[src/verilog/maskmem_pkg.sv]
// maskmem shared types

package maskmem_pkg;

   // width of a data word and of the per-bit write mask
   localparam int MASKMEM_DATA_W = 32;

   // word address width, enough to reach every entry of the memory
   localparam int MASKMEM_ADDR_W = 6;

   // number of words in the memory
   // the top level hands this to the memory as els_p
   localparam int MASKMEM_DEPTH = 64;

   // command opcodes
   // read returns the word, the other three change only the masked bits
   typedef enum logic [1:0] {
      OP_READ  = 2'd0,
      OP_WRITE = 2'd1,
      OP_SET   = 2'd2,
      OP_CLEAR = 2'd3
   } maskmem_op_e;

   // one command as it arrives on the external port, 72 bits
   // op sits in the top bits and the mask in the bottom bits
   typedef struct packed {
      maskmem_op_e                op;
      logic [MASKMEM_ADDR_W-1:0]  addr;
      logic [MASKMEM_DATA_W-1:0]  data;
      logic [MASKMEM_DATA_W-1:0]  mask;
   } maskmem_cmd_s;

   // one response, 34 bits
   // data is always the memory's read register, so writes report the last read
   typedef struct packed {
      maskmem_op_e                op;
      logic [MASKMEM_DATA_W-1:0]  data;
   } maskmem_rsp_s;

endpackage

[src/verilog/maskmem_sram.sv]
// single-port ram with bit write mask
`timescale 1ns/10ps

module maskmem_sram #(
   parameter int width_p = 32,
   parameter int els_p = 64,
   // a one-word memory still gets a one-bit address
   localparam int addr_width_lp = (els_p > 1) ? $clog2(els_p) : 1
) (
   input  logic                     clk_i,
   input  logic                     reset_i,
   // one access per cycle, v_i qualifies it and w_i picks write over read
   input  logic                     v_i,
   input  logic                     w_i,
   input  logic [addr_width_lp-1:0] addr_i,
   input  logic [width_p-1:0]       data_i,
   // a one in the mask lets the matching data bit through on a write
   input  logic [width_p-1:0]       w_mask_i,
   // read register, it keeps the last word read until the next read
   output logic [width_p-1:0]       data_o
);

   // storage array
   logic [width_p-1:0] mem [els_p];

   // access decode
   logic read_en;
   logic write_en;

   // new value of the addressed word on a masked write
   logic [width_p-1:0] write_word;

   assign read_en = v_i & ~w_i;
   assign write_en = v_i & w_i;

   // merge the incoming bits with the stored ones, bit by bit
   // unmasked bits keep what the word already held
   assign write_word = (data_i & w_mask_i) | (mem[addr_i] & ~w_mask_i);

   // the array is only written, never cleared
   // its contents after reset are whatever was there before
   always_ff @(posedge clk_i)
   begin
      if (write_en)
      begin
         mem[addr_i] <= write_word;
      end
   end

   // the read register updates only on a read
   // writes and idle cycles leave it alone, so it holds the last read value
   always_ff @(posedge clk_i)
   begin
      if (reset_i)
      begin
         data_o <= '0;
      end
      else if (read_en)
      begin
         data_o <= mem[addr_i];
      end
   end

endmodule

[src/verilog/maskmem_cmd_port.sv]
// four-phase command receiver
`timescale 1ns/10ps

module maskmem_cmd_port
   import maskmem_pkg::*;
(
   input  logic         clk_i,
   input  logic         reset_i,
   // external four-phase side, the producer holds cmd_i while cmd_req_i is high
   input  logic         cmd_req_i,
   input  maskmem_cmd_s cmd_i,
   output logic         cmd_ack_o,
   // internal valid/ready side toward the operation unit
   output logic         cmd_valid_o,
   output maskmem_cmd_s cmd_o,
   input  logic         cmd_ready_i
);

   // IDLE waits for a request with the buffer empty
   // HOLD keeps ack high until the producer drops its request
   // WAIT_DROP has ack low again but the buffer has not drained yet
   typedef enum logic [1:0] {IDLE, HOLD, WAIT_DROP} state_e;

   state_e state_r;
   state_e state_n;

   // one-entry command buffer and its full flag
   maskmem_cmd_s cmd_r;
   logic         valid_r;

   logic capture;
   logic take;
   // true when the buffer will be empty after this edge
   logic buf_free;

   // a request is only honoured from IDLE, where the buffer is known empty
   assign capture = (state_r == IDLE) & cmd_req_i;
   assign take = valid_r & cmd_ready_i;
   assign buf_free = ~valid_r | cmd_ready_i;

   always_comb
   begin
      state_n = state_r;
      case (state_r)
         IDLE:
         begin
            if (cmd_req_i)
            begin
               state_n = HOLD;
            end
         end
         HOLD:
         begin
            // ack falls one cycle after the request is seen low
            // skip WAIT_DROP when the command has already moved on
            if (!cmd_req_i)
            begin
               state_n = buf_free ? IDLE : WAIT_DROP;
            end
         end
         WAIT_DROP:
         begin
            if (buf_free)
            begin
               state_n = IDLE;
            end
         end
         default:
         begin
            state_n = IDLE;
         end
      endcase
   end

   always_ff @(posedge clk_i)
   begin
      if (reset_i)
      begin
         state_r <= IDLE;
         valid_r <= 1'b0;
      end
      else
      begin
         state_r <= state_n;
         // capture and take never meet, capture needs an empty buffer
         if (capture)
         begin
            valid_r <= 1'b1;
         end
         else if (take)
         begin
            valid_r <= 1'b0;
         end
      end
   end

   // payload is sampled at the edge where the request is first seen
   always_ff @(posedge clk_i)
   begin
      if (capture)
      begin
         cmd_r <= cmd_i;
      end
   end

   // ack and valid both come up right after the capture edge
   assign cmd_ack_o = (state_r == HOLD);
   assign cmd_valid_o = valid_r;
   assign cmd_o = cmd_r;

endmodule

[src/verilog/maskmem_op_unit.sv]
// opcode decode and memory access
`timescale 1ns/10ps

module maskmem_op_unit
   import maskmem_pkg::*;
#(
   parameter int width_p = MASKMEM_DATA_W,
   parameter int els_p = MASKMEM_DEPTH
) (
   input  logic         clk_i,
   input  logic         reset_i,
   // commands from the input side
   input  logic         cmd_valid_i,
   input  maskmem_cmd_s cmd_i,
   output logic         cmd_ready_o,
   // responses to the output side
   output logic         rsp_valid_o,
   output maskmem_rsp_s rsp_o,
   input  logic         rsp_ready_i
);

   // IDLE accepts a command, ACCESS drives the memory for one cycle,
   // RESPOND holds the response until the output side takes it
   typedef enum logic [1:0] {IDLE, ACCESS, RESPOND} state_e;

   state_e state_r;

   // command being worked on
   maskmem_cmd_s cmd_r;

   logic accept;

   // memory controls
   logic               mem_v;
   logic               mem_w;
   logic [width_p-1:0] mem_data_li;
   logic [width_p-1:0] mem_mask_li;
   logic [width_p-1:0] mem_data_lo;

   // a new command is taken only in IDLE
   // so cmd_ready stays low while a response waits in RESPOND
   assign cmd_ready_o = (state_r == IDLE);
   assign accept = cmd_valid_i & cmd_ready_o;

   always_ff @(posedge clk_i)
   begin
      if (reset_i)
      begin
         state_r <= IDLE;
      end
      else
      begin
         case (state_r)
            IDLE:
            begin
               if (accept)
               begin
                  state_r <= ACCESS;
               end
            end
            // single access cycle, data_o is valid right after it
            ACCESS:
            begin
               state_r <= RESPOND;
            end
            RESPOND:
            begin
               if (rsp_ready_i)
               begin
                  state_r <= IDLE;
               end
            end
            default:
            begin
               state_r <= IDLE;
            end
         endcase
      end
   end

   always_ff @(posedge clk_i)
   begin
      if (accept)
      begin
         cmd_r <= cmd_i;
      end
   end

   // set and clear are masked writes of a constant word
   always_comb
   begin
      mem_w = 1'b1;
      mem_data_li = cmd_r.data;
      mem_mask_li = cmd_r.mask;
      case (cmd_r.op)
         OP_READ:
         begin
            mem_w = 1'b0;
            mem_mask_li = '0;
         end
         OP_SET:
         begin
            mem_data_li = '1;
         end
         OP_CLEAR:
         begin
            mem_data_li = '0;
         end
         default:
         begin
            mem_w = 1'b1;
         end
      endcase
   end

   assign mem_v = (state_r == ACCESS);

   maskmem_sram #(
      .width_p(width_p),
      .els_p(els_p)
   ) sram_i (
      .clk_i(clk_i),
      .reset_i(reset_i),
      .v_i(mem_v),
      .w_i(mem_w),
      .addr_i(cmd_r.addr),
      .data_i(mem_data_li),
      .w_mask_i(mem_mask_li),
      .data_o(mem_data_lo)
   );

   // the read register is stable from the end of ACCESS until the next read
   assign rsp_valid_o = (state_r == RESPOND);
   assign rsp_o.op = cmd_r.op;
   assign rsp_o.data = mem_data_lo;

endmodule

[src/verilog/maskmem_rsp_port.sv]
// four-phase response sender
`timescale 1ns/10ps

module maskmem_rsp_port
   import maskmem_pkg::*;
(
   input  logic         clk_i,
   input  logic         reset_i,
   // internal valid/ready side from the operation unit
   input  logic         rsp_valid_i,
   input  maskmem_rsp_s rsp_i,
   output logic         rsp_ready_o,
   // external four-phase side, this block is the producer
   output logic         rsp_req_o,
   output maskmem_rsp_s rsp_o,
   input  logic         rsp_ack_i
);

   // IDLE is ready for a response
   // REQ raises the request and waits for ack
   // WAIT_DROP has the request low and waits for ack to fall
   typedef enum logic [1:0] {IDLE, REQ, WAIT_DROP} state_e;

   state_e state_r;

   // response held on rsp_o for the whole handshake
   maskmem_rsp_s rsp_r;

   logic capture;

   // no new response until the consumer has dropped its ack
   assign rsp_ready_o = (state_r == IDLE);
   assign capture = rsp_valid_i & rsp_ready_o;

   always_ff @(posedge clk_i)
   begin
      if (reset_i)
      begin
         state_r <= IDLE;
      end
      else
      begin
         case (state_r)
            IDLE:
            begin
               if (capture)
               begin
                  state_r <= REQ;
               end
            end
            // req drops one cycle after ack is seen high
            REQ:
            begin
               if (rsp_ack_i)
               begin
                  state_r <= WAIT_DROP;
               end
            end
            WAIT_DROP:
            begin
               if (!rsp_ack_i)
               begin
                  state_r <= IDLE;
               end
            end
            default:
            begin
               state_r <= IDLE;
            end
         endcase
      end
   end

   // loaded only from IDLE, so it cannot move while req is high
   always_ff @(posedge clk_i)
   begin
      if (capture)
      begin
         rsp_r <= rsp_i;
      end
   end

   assign rsp_req_o = (state_r == REQ);
   assign rsp_o = rsp_r;

endmodule

[src/verilog/maskmem_top.sv]
// masked-write memory top level
`timescale 1ns/10ps

module maskmem_top
   import maskmem_pkg::*;
(
   input  logic         clk_i,
   input  logic         reset_i,
   // command port, four-phase with the DUT as consumer
   input  logic         cmd_req_i,
   input  maskmem_cmd_s cmd_i,
   output logic         cmd_ack_o,
   // response port, four-phase with the DUT as producer
   output logic         rsp_req_o,
   output maskmem_rsp_s rsp_o,
   input  logic         rsp_ack_i
);

   // command transfer from the input side to the operation unit
   logic         cmd_valid;
   logic         cmd_ready;
   maskmem_cmd_s cmd;

   // response transfer from the operation unit to the output side
   logic         rsp_valid;
   logic         rsp_ready;
   maskmem_rsp_s rsp;

   maskmem_cmd_port cmd_port_i (
      .clk_i(clk_i),
      .reset_i(reset_i),
      .cmd_req_i(cmd_req_i),
      .cmd_i(cmd_i),
      .cmd_ack_o(cmd_ack_o),
      .cmd_valid_o(cmd_valid),
      .cmd_o(cmd),
      .cmd_ready_i(cmd_ready)
   );

   // memory geometry comes from the package and rides down to the ram
   maskmem_op_unit #(
      .width_p(MASKMEM_DATA_W),
      .els_p(MASKMEM_DEPTH)
   ) op_unit_i (
      .clk_i(clk_i),
      .reset_i(reset_i),
      .cmd_valid_i(cmd_valid),
      .cmd_i(cmd),
      .cmd_ready_o(cmd_ready),
      .rsp_valid_o(rsp_valid),
      .rsp_o(rsp),
      .rsp_ready_i(rsp_ready)
   );

   maskmem_rsp_port rsp_port_i (
      .clk_i(clk_i),
      .reset_i(reset_i),
      .rsp_valid_i(rsp_valid),
      .rsp_i(rsp),
      .rsp_ready_o(rsp_ready),
      .rsp_req_o(rsp_req_o),
      .rsp_o(rsp_o),
      .rsp_ack_i(rsp_ack_i)
   );

endmodule

[config.mk]
export PLATFORM = sky130hd
export DESIGN_NAME = maskmem_top
export DESIGN_NICKNAME = d
export VERILOG_FILES = /design/src/verilog/maskmem_pkg.sv /design/src/verilog/maskmem_sram.sv /design/src/verilog/maskmem_cmd_port.sv /design/src/verilog/maskmem_op_unit.sv /design/src/verilog/maskmem_rsp_port.sv /design/src/verilog/maskmem_top.sv
export SDC_FILE = /design/constraint.sdc
export NUM_CORES = 2
export LEC_CHECK = 0
export BUFFER_PORTS_ARGS = -buffer_cell sky130_fd_sc_hd__buf_2
export CAP_MARGIN = 10
export CORE_MARGIN = 5
export CORE_UTILIZATION = 56
export CTS_BUF_LIST = sky130_fd_sc_hd__clkbuf_4 sky130_fd_sc_hd__clkbuf_8 sky130_fd_sc_hd__clkbuf_16
export DETAILED_ROUTE_END_ITERATION = 10
export PLACE_DENSITY = 0.72
export SKIP_CTS_REPAIR_TIMING = 1
export SYNTH_ARGS = -nofsm -noshare
export SYNTH_HDL_FRONTEND = slang
export SYNTH_SLANG_ARGS = --single-unit
export TNS_END_PERCENT = 50
[constraint.sdc]
create_clock -name clk_i -period 5.21 [get_ports clk_i]
set_input_delay 0.7815 -clock clk_i [delete_from_list [all_inputs] [get_ports clk_i]]
set_output_delay 0.7815 -clock clk_i [all_outputs]
set_load 0.05 [all_outputs]
==> flow_summary.yaml <==
synthesis:
  synth_cell_type_count: 54
  synth_top_area_cell: "edfxtp_1"
  synth.top_cell.area_share_pct: 77.2
  synthArstFlopShare_pct: 0
  synth_area_leaders: "edfxtp_1 77%, mux2i_1 9.4%, mux4_2 2.7%"
  syn_inst: 4622
  synth-main-ff-cell: "edfxtp_1"
  yosysSeqAreaShare_pct: 78.2
  synth-edff-count: 2226
  synthesis.area_um2: 86600
  yosys_warnings: 0
  ys_seq_elements: 2271
  synth.net_count: 4698
  syn_avg_cell_area_um2: 18.7
worst_setup_path:
  worstPathMaxFanout: 64
  worst_path_most_repeated_cell: "buf_4"
  rr_worst_depth: 9
  slowest_delay_ps: 880
  cp.arrival_ps: 4580
  end_kind: "register"
  rrSetupSlack_ps: 1120
  path_class: "register to register"
  crit_path_start_kind: "register"
  crit_slowest_cell: "dfxtp_1"
  crit_path_cell_trace: "nand4bb_4 > buf_4 > buf_4 > o22ai_1 > nor3_1 > o221ai_1 > o41ai_2 > a32oi_4 > buf_4"
  cp.required_ps: 5700
  rr_endpoint: "op_unit_i.sram_i.mem[27][4]$_DFFE_PP_"
clock_network:
  clock_latency_ps: 840
  clock-root-buffer: "clkbuf_16"
  cts_tree: "yes"
  h-tree-depth: 4
  clock-sinks: 2271
  cts_buffer_depth: 3
  clkSlewWorstSetupHoldPaths_ps: 60
  cts_buffers: 210
floorplanning:
  die_w_um: 403
  dieArea_um2: 163000
  num_io_pins: 112
  num_rows: 144
  die_h_um: 403
  design.core.area_um2: 154000
  initial_utilization_pct: 56.3
detailed_routing:
  drt_iter0_drc: 5858
  dr_total_vias: 46200
  via_per_inst: 6.47
  postRouteWirelength_mm: 225
  detail-route-antenna-nets: 0
  dr.pass1.iters: 6
  route.detailed.drc: 0
  wl_per_cell_um: 31.5
sta:
  fin_crit_sh_pct: 78.4
  tightest_slew_ps: 1260
  rsz0062_at_grt: "no"
  setup_ws_ps: 1120
  relSlewSlack_pct: 15.6
  skew_ps: 31.8
  setup-tns-final_ps: 0
  min_period_ps: 4090
  setup_viol: 0
  final-max-slew-violation-count: 0
  finalHoldViolCount: 0
  fmax_mhz: 245
worst_hold_path:
  hold_depth: 1
  worstHoldStart: "cmd_i[55]"
  hp-class: "primary input to register"
  holdPathEnd: "cmd_port_i.cmd_o[55]$_DFFE_PP_"
global_route:
  grt_max_degree: 93
  grt_usage_pct: 27.3
  overflow: 0
  grt_pass1_vias: 45300
  grt_pass1_wl_mm: 320
  antenna_found_initial: 4
power_and_ir_drop:
  p_total_mw: 38.4
  powerDensity_nw_per_um2: 390
  p_leak_nw: 33.3
  vdd_drop_max_uv: 375
flow_run:
  max_cap_viol_count: 0
cells_and_area:
  n_fill_cell: 10300
  syn2layout_area_growth_pct: 13.6
  layout-drive-gt1-share_pct: 18.5
  nNetsFinal: 4997
  final_util_pct: 64.0
placement:
  dp_slack_ps: 1230
  place.gp.congestion: 0.877
  io_buffers: 111
  hpwl_mm: 131
outcome:
  status: "finished clean"
## flip-flops by register name (all words and copies together) (netlist names), named ones only
register	cells
op_unit_i.sram_i.mem	2048
cmd_port_i.cmd_o	72
op_unit_i.cmd_r	70
rsp_port_i.rsp_o	34
op_unit_i.sram_i.data_o	32
cmd_port_i.state_r	2
op_unit_i.rsp_o	2
op_unit_i.state_r	2
rsp_port_i.state_r	2
cmd_port_i.cmd_valid_o	1
## kinds of logic (layout without fill, tap and decap cells)
family                 count (synthesis)  after routing  share of synthesized area (%)
buffers and inverters                261            729                           1.63
XOR/XNOR                               1              1                         0.0101
multiplexers                         931            931                           12.3
AO/OA/AOI/OAI                        580            580                           4.84
AND/OR/NAND/NOR                      578            578                           3.03
other                                  0              5                              0
flip-flops                          2271           2271                           78.2
## final cells by class
type	instances	area, um^2	share of cell area (%)
diodes	5	12.5	0.0127
clock buffers	281	5890	5.99
clock inverters	100	756	0.768
inverters	8	30.0	0.0305
multi-input cells	2090	18600	18.9
flip-flops and latches	2271	67800	68.9
well taps	2044	2560	2.60
repair buffers	340	2780	2.83
## worst max path at each step
| stage | slack, ps | end | from | cells past startpoint |
|---|---|---|---|---|
| finish | 1120 | op_unit_i.sram_i.mem[27][4]$_DFFE_PP_ | register | 9 |
| global route | 1000 | op_unit_i.sram_i.mem[16][4]$_DFFE_PP_ | register | 9 |
| CTS | 1190 | op_unit_i.sram_i.mem[27][4]$_DFFE_PP_ | register | 9 |
| detailed placement | 1230 | op_unit_i.sram_i.mem[23][4]$_DFFE_PP_ | register | 9 |
| global placement | 1330 | op_unit_i.sram_i.mem[58][25]$_DFFE_PP_ | op_unit_i.rsp_o[32]$_DFFE_PN_ | 5 |
| floorplan | 840 | cmd_port_i.cmd_o[0]$_DFFE_PP_ | cmd_req_i | 2 |
## layer usage
metal	track usage, %	part of all wire [%]	routed length [um]
met5	0	0.0058	13
met4	11.7	5.0	11200
met2	43.3	48	107000
met3	4.83	9.1	20500
met1	37.7	38	86200
## critical path, delay by kind of cell, from the launching register on
kind	cells	cell delay (ps)
simple gates	2	640
buf+inv	3	1030
compound gates	4	1080
flops	1	880
## synthesized netlist by cell type, types with 6 or more instances
| cell | n |
|---|---|
| a211oi_1 | 33 |
| a21oi_1 | 56 |
| a22oi_1 | 171 |
| a32oi_1 | 26 |
| and2_1 | 9 |
| buf_1 | 6 |
| buf_2 | 113 |
| buf_4 | 50 |
| buf_6 | 9 |
| clkbuf_1 | 72 |
| dfxtp_1 | 45 |
| edfxtp_1 | 2226 |
| inv_1 | 8 |
| mux2_2 | 14 |
| mux2i_1 | 813 |
| mux4_2 | 104 |
| nand2_1 | 205 |
| nand2b_1 | 32 |
| nand3_1 | 55 |
| nand4_1 | 23 |
| nor2_1 | 167 |
| nor2b_1 | 17 |
| nor3_1 | 47 |
| o21ai_0 | 30 |
| o21ai_1 | 24 |
| o221ai_1 | 23 |
| o22ai_1 | 170 |
| o31ai_1 | 7 |
| o32ai_2 | 6 |
| o41ai_2 | 23 |
## placed cells by master, fill, tap and decap left out, types with 24 or more instances in the layout
master,count
clkbuf_16,211
clkinv_2,37
o22ai_1,170
edfxtp_1,2226
nand3_1,55
dfxtp_1,41
nor2_1,101
a21oi_1,55
buf_12,39
clkbuf_4,56
nor3_1,47
o21ai_1,24
mux2i_1,813
a22oi_1,171
buf_4,189
a32oi_4,26
mux4_2,104
clkinv_1,40
nand2_1,205
o21ai_0,30
a211oi_1,33
nor2_4,66
buf_2,111
nand2b_1,31
## per-stage QoR
stage / hold slack, ps / cells / cell area [um^2]
final: 114 / 7139 / 98400
after global routing: 78.0 / 7134 / 98400
after CTS: 74.5 / 7133 / 98400
after detailed placement: 405 / 6752 / 91700
after global placement: 404 / 6752 / 91700
after floorplan: 400 / 4622 / 86600
## power breakdown
group / leakage [nW] / internal (mW) / switching, mW
clock network: 3.35 / 8.32 / 6.47
logic: 9.54 / 0.859 / 1.94
registers: 20.4 / 20.7 / 0.0935
total: 33.3 / 29.9 / 8.50
Note: power is estimated with default switching activity, not from simulation.
